### src/design/md_pkg.sv
package md_pkg;

    parameter int DATA_W = 32;

    // low four bits of the SPECIAL funct codes 0x10..0x1b
    // a fourth bit is needed since none makes nine codes
    typedef enum logic [3:0] {
        OP_MFHI  = 4'b0000,
        OP_MTHI  = 4'b0001,
        OP_MFLO  = 4'b0010,
        OP_MTLO  = 4'b0011,
        OP_MULT  = 4'b1000,
        OP_MULTU = 4'b1001,
        OP_DIV   = 4'b1010,
        OP_DIVU  = 4'b1011,
        OP_NONE  = 4'b1111
    } md_op_e;

    typedef struct packed {
        md_op_e              op;
        logic [DATA_W-1:0]   rs_val;
        logic [DATA_W-1:0]   rt_val;
    } md_req_t;

    typedef struct packed {
        logic [DATA_W-1:0]   hi;
        logic [DATA_W-1:0]   lo;
    } hilo_t;

    typedef enum logic [1:0] {
        S_IDLE   = 2'd0,
        S_BUSY   = 2'd1,
        S_FINISH = 2'd2
    } div_state_e;

    // HI/LO write source select
    localparam logic [1:0] SRC_PRODUCT = 2'd0;
    localparam logic [1:0] SRC_DIVIDER = 2'd1;
    localparam logic [1:0] SRC_OPERAND = 2'd2;

endpackage

### src/design/div_datapath.sv
`timescale 1ns/1ps

module div_datapath #(
    parameter int WIDTH = md_pkg::DATA_W
) (
    input  logic               aclk,
    input  logic               aresetn,
    input  logic               load,
    input  logic               step,
    input  logic               is_signed,
    input  logic [WIDTH-1:0]   dividend,
    input  logic [WIDTH-1:0]   divisor,
    output md_pkg::hilo_t      result
);

    logic [WIDTH-1:0] rem_q;    // partial remainder
    logic [WIDTH-1:0] quo_q;    // dividend bits shift out, quotient bits shift in
    logic [WIDTH-1:0] dsr_q;
    logic             neg_q;
    logic             neg_r;

    logic [WIDTH-1:0] dvd_mag;
    logic [WIDTH-1:0] dsr_mag;
    logic [WIDTH-1:0] rem_src;
    logic [WIDTH-1:0] quo_src;
    logic [WIDTH-1:0] dsr_src;
    logic [WIDTH:0]   shifted;
    logic [WIDTH:0]   diff;
    logic             q_bit;

    assign dvd_mag = (is_signed && dividend[WIDTH-1]) ? -dividend : dividend;
    assign dsr_mag = (is_signed && divisor[WIDTH-1])  ? -divisor  : divisor;

    // load also takes the first step straight from the operands
    assign rem_src = load ? '0      : rem_q;
    assign quo_src = load ? dvd_mag : quo_q;
    assign dsr_src = load ? dsr_mag : dsr_q;

    assign shifted = {rem_src, quo_src[WIDTH-1]};
    assign diff    = shifted - {1'b0, dsr_src};
    assign q_bit   = !diff[WIDTH];    // no borrow, keep the difference

    always_ff @(posedge aclk) begin
        if (load || step) begin
            rem_q <= q_bit ? diff[WIDTH-1:0] : shifted[WIDTH-1:0];
            quo_q <= {quo_src[WIDTH-2:0], q_bit};
        end
        if (load) begin
            dsr_q <= dsr_mag;
        end
    end

    always_ff @(posedge aclk) begin
        if (!aresetn) begin
            neg_q <= 1'b0;
            neg_r <= 1'b0;
        end else if (load) begin
            neg_q <= is_signed && (dividend[WIDTH-1] ^ divisor[WIDTH-1]);
            neg_r <= is_signed && dividend[WIDTH-1];
        end
    end

    // quotient truncates toward zero, remainder follows the dividend sign
    always_comb begin
        result.hi = neg_r ? -rem_q : rem_q;
        result.lo = neg_q ? -quo_q : quo_q;
    end

endmodule

### src/design/div_step_counter.sv
`timescale 1ns/1ps

module div_step_counter #(
    parameter int WIDTH = md_pkg::DATA_W
) (
    input  logic   aclk,
    input  logic   aresetn,
    input  logic   start,
    input  logic   enable,
    output logic   last_step
);

    localparam int CNT_W = $clog2(WIDTH);

    logic [CNT_W-1:0] cnt;

    // the load edge does the first step, so WIDTH-1 remain
    always_ff @(posedge aclk) begin
        if (!aresetn) begin
            cnt <= '0;
        end else if (start) begin
            cnt <= CNT_W'(WIDTH - 1);
        end else if (enable) begin
            cnt <= cnt - 1'b1;
        end
    end

    assign last_step = cnt == CNT_W'(1);

    a_no_underflow: assert property (@(posedge aclk) disable iff (!aresetn)
        enable && !start |-> cnt != '0);

endmodule

### src/design/hilo_file.sv
`timescale 1ns/1ps

module hilo_file #(
    parameter int WIDTH = md_pkg::DATA_W
) (
    input  logic               aclk,
    input  logic               aresetn,
    input  md_pkg::md_req_t    req,
    input  logic               hi_wen,
    input  logic               lo_wen,
    input  logic [1:0]         wr_src,
    input  md_pkg::hilo_t      div_result,
    output logic [WIDTH-1:0]   rdata
);

    md_pkg::hilo_t      hilo_q;
    md_pkg::hilo_t      wdata;
    logic               sign_ext;
    logic [2*WIDTH-1:0] rs_ext;
    logic [2*WIDTH-1:0] rt_ext;
    logic [2*WIDTH-1:0] product;

    // one multiplier for both, the low 2W bits are right either way
    assign sign_ext = req.op == md_pkg::OP_MULT;
    assign rs_ext   = {{WIDTH{sign_ext && req.rs_val[WIDTH-1]}}, req.rs_val};
    assign rt_ext   = {{WIDTH{sign_ext && req.rt_val[WIDTH-1]}}, req.rt_val};
    assign product  = rs_ext * rt_ext;

    always_comb begin
        case (wr_src)
            md_pkg::SRC_PRODUCT: wdata = product;
            md_pkg::SRC_DIVIDER: wdata = div_result;
            default:             wdata = {req.rs_val, req.rs_val};    // mthi/mtlo
        endcase
    end

    always_ff @(posedge aclk) begin
        if (!aresetn) begin
            hilo_q <= '0;
        end else begin
            if (hi_wen) hilo_q.hi <= wdata.hi;
            if (lo_wen) hilo_q.lo <= wdata.lo;
        end
    end

    always_comb begin
        case (req.op)
            md_pkg::OP_MFHI: rdata = hilo_q.hi;
            md_pkg::OP_MFLO: rdata = hilo_q.lo;
            default:         rdata = '0;
        endcase
    end

endmodule

### src/design/md_ctrl.sv
`timescale 1ns/1ps

module md_ctrl #(
    parameter int WIDTH = md_pkg::DATA_W
) (
    input  logic              aclk,
    input  logic              aresetn,
    input  logic              req_valid,
    input  md_pkg::md_req_t   req,
    input  logic              last_step,
    output logic              stall,
    output logic              busy,
    output logic              cnt_start,
    output logic              div_load,
    output logic              div_step,
    output logic              div_signed,
    output logic              hi_wen,
    output logic              lo_wen,
    output logic [1:0]        wr_src
);

    md_pkg::div_state_e state;
    md_pkg::div_state_e state_nxt;
    logic               div_req;    // div/divu, never held off
    logic               hilo_req;
    logic               accept;

    assign div_req  = req_valid && (req.op == md_pkg::OP_DIV || req.op == md_pkg::OP_DIVU);
    assign hilo_req = req_valid && (req.op inside {md_pkg::OP_MULT, md_pkg::OP_MULTU,
                                                   md_pkg::OP_MTHI, md_pkg::OP_MTLO,
                                                   md_pkg::OP_MFHI, md_pkg::OP_MFLO});

    assign busy   = state != md_pkg::S_IDLE;
    assign stall  = hilo_req && busy;
    assign accept = req_valid && !stall;

    // a div while busy reloads and restarts the count
    assign cnt_start  = div_req;
    assign div_load   = div_req;
    assign div_step   = state == md_pkg::S_BUSY;
    assign div_signed = req.op == md_pkg::OP_DIV;

    always_comb begin
        state_nxt = state;
        case (state)
            md_pkg::S_IDLE: begin
                if (div_req) state_nxt = md_pkg::S_BUSY;
            end
            md_pkg::S_BUSY: begin
                if (div_req)        state_nxt = md_pkg::S_BUSY;
                else if (last_step) state_nxt = md_pkg::S_FINISH;
            end
            md_pkg::S_FINISH: begin
                state_nxt = div_req ? md_pkg::S_BUSY : md_pkg::S_IDLE;
            end
            default: state_nxt = md_pkg::S_IDLE;
        endcase
    end

    always_ff @(posedge aclk) begin
        if (!aresetn) begin
            state <= md_pkg::S_IDLE;
        end else begin
            state <= state_nxt;
        end
    end

    always_comb begin
        hi_wen = 1'b0;
        lo_wen = 1'b0;
        wr_src = md_pkg::SRC_DIVIDER;
        if (state == md_pkg::S_FINISH && !div_req) begin
            hi_wen = 1'b1;    // remainder and quotient together
            lo_wen = 1'b1;
        end else if (accept) begin
            case (req.op)
                md_pkg::OP_MULT, md_pkg::OP_MULTU: begin
                    hi_wen = 1'b1;
                    lo_wen = 1'b1;
                    wr_src = md_pkg::SRC_PRODUCT;
                end
                md_pkg::OP_MTHI: begin
                    hi_wen = 1'b1;
                    wr_src = md_pkg::SRC_OPERAND;
                end
                md_pkg::OP_MTLO: begin
                    lo_wen = 1'b1;
                    wr_src = md_pkg::SRC_OPERAND;
                end
                default: ;
            endcase
        end
    end

    // a product write must never land on top of a running division
    a_no_mult_while_busy: assert property (@(posedge aclk) disable iff (!aresetn)
        hi_wen && wr_src == md_pkg::SRC_PRODUCT |-> !busy);

    a_stall_needs_busy: assert property (@(posedge aclk) disable iff (!aresetn)
        stall |-> busy);

    // cancels only lengthen busy
    a_div_busy_len: assert property (@(posedge aclk) disable iff (!aresetn)
        div_req |=> busy [*WIDTH]);

endmodule

### src/design/muldiv_top.sv
`timescale 1ns/1ps

module muldiv_top #(
    parameter int WIDTH = md_pkg::DATA_W
) (
    input  logic               aclk,
    input  logic               aresetn,
    input  logic               req_valid,
    input  md_pkg::md_req_t    req,
    output logic               stall,
    output logic               busy,
    output logic [WIDTH-1:0]   rdata
);

    logic          cnt_start;
    logic          last_step;
    logic          div_load;
    logic          div_step;
    logic          div_signed;
    logic          hi_wen;
    logic          lo_wen;
    logic [1:0]    wr_src;
    md_pkg::hilo_t div_result;    // remainder on hi, quotient on lo

    md_ctrl #(
        .WIDTH      (WIDTH)
    ) u_ctrl (
        .aclk       (aclk),
        .aresetn    (aresetn),
        .req_valid  (req_valid),
        .req        (req),
        .last_step  (last_step),
        .stall      (stall),
        .busy       (busy),
        .cnt_start  (cnt_start),
        .div_load   (div_load),
        .div_step   (div_step),
        .div_signed (div_signed),
        .hi_wen     (hi_wen),
        .lo_wen     (lo_wen),
        .wr_src     (wr_src)
    );

    div_step_counter #(
        .WIDTH      (WIDTH)
    ) u_cnt (
        .aclk       (aclk),
        .aresetn    (aresetn),
        .start      (cnt_start),
        .enable     (div_step),
        .last_step  (last_step)
    );

    div_datapath #(
        .WIDTH      (WIDTH)
    ) u_div (
        .aclk       (aclk),
        .aresetn    (aresetn),
        .load       (div_load),
        .step       (div_step),
        .is_signed  (div_signed),
        .dividend   (req.rs_val),
        .divisor    (req.rt_val),
        .result     (div_result)
    );

    hilo_file #(
        .WIDTH      (WIDTH)
    ) u_hilo (
        .aclk       (aclk),
        .aresetn    (aresetn),
        .req        (req),
        .hi_wen     (hi_wen),
        .lo_wen     (lo_wen),
        .wr_src     (wr_src),
        .div_result (div_result),
        .rdata      (rdata)
    );

endmodule

### config.mk
export PLATFORM = sky130hd
export DESIGN_NAME = muldiv_top
export DESIGN_NICKNAME = d
export VERILOG_FILES = /design/src/design/md_pkg.sv /design/src/design/div_datapath.sv /design/src/design/div_step_counter.sv /design/src/design/hilo_file.sv /design/src/design/md_ctrl.sv /design/src/design/muldiv_top.sv
export SDC_FILE = /design/constraint.sdc
export NUM_CORES = 2
export LEC_CHECK = 0
export BUFFER_PORTS_ARGS = -buffer_cell sky130_fd_sc_hd__buf_2
export CAP_MARGIN = 10
export CORE_MARGIN = 4
export CORE_UTILIZATION = 35
export CTS_BUF_LIST = sky130_fd_sc_hd__clkbuf_8
export CTS_CLUSTER_SIZE = 16
export DETAILED_ROUTE_END_ITERATION = 12
export GPL_TIMING_DRIVEN = 0
export HOLD_SLACK_MARGIN = 0.12
export MAX_ROUTING_LAYER = met4
export PLACE_DENSITY = 0.47
export SLEW_MARGIN = 25
export SYNTH_ARGS = -nofsm -noshare
export SYNTH_HDL_FRONTEND = slang
export SYNTH_SLANG_ARGS = --single-unit
### constraint.sdc
create_clock -name aclk -period 9.8 [get_ports aclk]
set_input_delay 0 -clock aclk [delete_from_list [all_inputs] [get_ports aclk]]
set_output_delay 0 -clock aclk [all_outputs]
set_load 0.01 [all_outputs]
==> summary.md <==
| Metric | Value |
|---|---|
| Synthesized area | 49800 sq um |
| Post-route DRC violation count | 0 |
| Yosys reg bits | 169 |
| Post-synth top area cell | fa_1 |
| Max Cap Viol | 0 |
| Asr flop ratio synth | 0% |
| Worst Tran Pin Value | 1.18 ns |
| Sequential share of the synthesized area | 8.08% |
| HP Start | req_valid |
| Ys Warns | 0 |
| Vias per inst | 5.28 |
| Outcome | finished clean |
| Worst Reg-to-Reg Cells | 16 |
| Detailed Route Iter0 Violations | 3658 |
| GPL Wtd Cong | 0.980 |
| Site row count | 138 |
| Total global-route track usage | 30.5% |
| Post-Place Setup Slack | -2.55 ns |
| Final cell area excluding filler cells | 53500 sq um |
| Grt total ovfl | 0 |
| R2r setup slk | 4.97 ns |
| Top cells by area, synth | fa_1 45%, inv_1 9.1%, nand2_1 7.4% |
| Top-count cell post-synth | inv_1 |
| Unique masters post-synth | 80 |
| Post-synth EDFFs | 64 |
| Clk slew on worst S/H paths | 0.11 ns |
| CP Launch Type | primary input |
| WS Path Type | in -> reg |
| Final ANT Viol Nets | 0 |
| RSZ-0062 raised after global routing | no |
| Worst Skew | 0.0234 ns |
| Die area | 148000 sq um |
| Antenna violations before repair | 25 |
| Endpoints failing hold | 0 |
| FMAX | 104 MHz |
| Post-DP HPWL | 184000 um |
| Final Non-Filler Cells | 7774 |
| Height of the chip | 385 um |
| Post-synth top area share | 45.3% |
| Final #Nets | 7303 |
| Post-Place Cells | 7714 |
| Top cells by count, synth | 1212 x inv_1, 1126 x fa_1, 988 x nand2_1 |
| I/O Buffers | 58 |
| Final setup vio count | 0 |
| Syn_area_per_cell | 8.65 sq um |
| Crit-path max FO | 10 |
| Global-route wire length before repair | 311000 um |
| Worst hold path class | in -> reg |
| Core Region | 141000 sq um |
| Hold Crit Depth | 5 |
| Slew HR | 21.6% |
| Critical Path End Type | flip-flop |
| Via Count | 41.1k |
| Drt wl/cell | 28.2 um |
| Layout cells sized above 1 | 4.02% |
| Chip width | 385 um |
| CTS Buf Count | 17 |
| Clk Tree Root Cell | clkbuf_8 |
| Largest net degree at the start of global routing | 34 |
| Crit path setup slack, layout | 0.160 ns |
| Main flop type after synthesis | dfxtp_1 |
| Reg2reg end | u_div.rem_q[28] |
| Initial Utilization | 35.2% |
| Clk sinks | 169 |
| Reg2Reg Launch Point | u_div.quo_q[31] |
| Crit path arrival time | 10.10 ns |
| CTS tree | done |
| Placed cell area | 52800 sq um |
| WP data required | 10.26 ns |
| CTS H-Tree Depth | 4 |
| Bufs on Longest Clock Path | 2 |
| Net Count, Synth | 7204 |
| Post-synthesis cell count | 5756 |
| Routed WL | 219000 um |
| Minimum clock period | 9.64 ns |
| Vias in the first global route | 42.6k |
| TritonRoute pass-1 iters | 6 |
| Final Cycle Share | 98.4% |
| Area growth syn-to-layout | 7.37% |
| Final slew viol count | 0 |
| Core Util, Final | 37.8% |
| Worst Hold Path EP | u_div.dsr_q[31] |
| I/O Pins | 105 |
| Worst skew pair latency | 0.52 ns |
## final cells by class
type                    count  area (sq um)
clock buffers              18           248
clock inverters            14           108
plain buffers             367          1490
multi-input cells        4005         40000
fillers                 14900         87900
repair buffers             81           663
well taps                1890          2360
inverters                1214          4570
diodes                     16          40.0
flip-flops and latches    169          4020
## stage by stage
step	hold slack, ns	TNS [ns]
after floorplan	0.241	0
after global placement	0.426	-52.64
after detailed placement	0.445	-34.68
after CTS	0.121	0
after global routing	0.134	0
final	0.132	0
## critical path, stage by stage
cell and delay (ns):
clkbuf_1 0.81, buf_1 0.85, nand2_1 0.19, fa_1 0.50, fa_1 0.52, inv_1 0.05
fa_1 0.52, fa_1 0.56, inv_1 0.05, fa_1 0.50, inv_1 0.05, fa_1 0.56
inv_1 0.07, fa_1 0.49, inv_1 0.05, fa_1 0.52, ha_1 0.30, clkbuf_1 0.34
nand4_1 0.32, nor4_2 0.43, o211ai_1 0.34, a21boi_0 0.29, nor3_1 0.20, o2111a_1 0.34
o41ai_1 0.38, xor2_1 0.50, a21oi_1 0.19, nor2_1 0.14
## how the worst max path moves through the flow
stage                                    to  startpoint  cells after the start
after floorplan           u_hilo.hilo_q[63]     req[67]                     33
after detailed placement  u_hilo.hilo_q[63]     req[67]                     33
after CTS                 u_hilo.hilo_q[57]     req[44]                     28
final                     u_hilo.hilo_q[57]     req[52]                     28
after global placement    u_hilo.hilo_q[63]     req[67]                     33
after global routing      u_hilo.hilo_q[63]     req[67]                     35
## logic make-up after synthesis
kind of cell | count (synthesis) | synth area share [%]
fa+ha+maj | 1377 | 51.6
mux | 11 | 0.226
xor+xnor | 220 | 3.87
simple gates | 1683 | 15.4
flops | 169 | 8.08
buf+inv | 1582 | 11.9
compound gates | 714 | 8.92
## flip-flops by register name, summed over array words and instances (netlist names)
signal         flops
u_hilo.hilo_q     64
u_div.dsr_q       32
u_div.quo_q       32
u_div.rem_q       32
u_cnt.cnt          5
u_ctrl.state       2
u_div.neg_q        1
u_div.neg_r        1
## cells in the final DEF (no fill, tap or decap), drive strengths merged, types with 130 or more instances in the layout
cell type / instances
nor2: 155
inv: 1222
clkbuf: 331
and2: 307
o21ai: 240
buf: 130
a21oi: 186
ha: 251
xnor2: 135
fa: 1126
nand2: 988
## what timing repair did
item / in CTS / in global routing
setup endpoints to repair: 21 / 11
gates resized for setup: 19 / 10
pin swaps: 1 / 1
endpoints found under the hold margin: 5 / 0
hold buffers: 4 / 0
buffers inserted: 7 / 2
## routing by layer
| layer | share of wire, % | routed length [um] | GRT usage (%) |
|---|---|---|---|
| met1 | 41 | 89300 | 38.6 |
| met2 | 47 | 102000 | 48.5 |
| met3 | 8.3 | 18100 | 6.85 |
| met4 | 4.3 | 9350 | 10.2 |
| met5 | 0 | 0 | - |
Power is not shown: default switching activity piles up to over one toggle a cycle in this logic, so the estimate is an artifact.
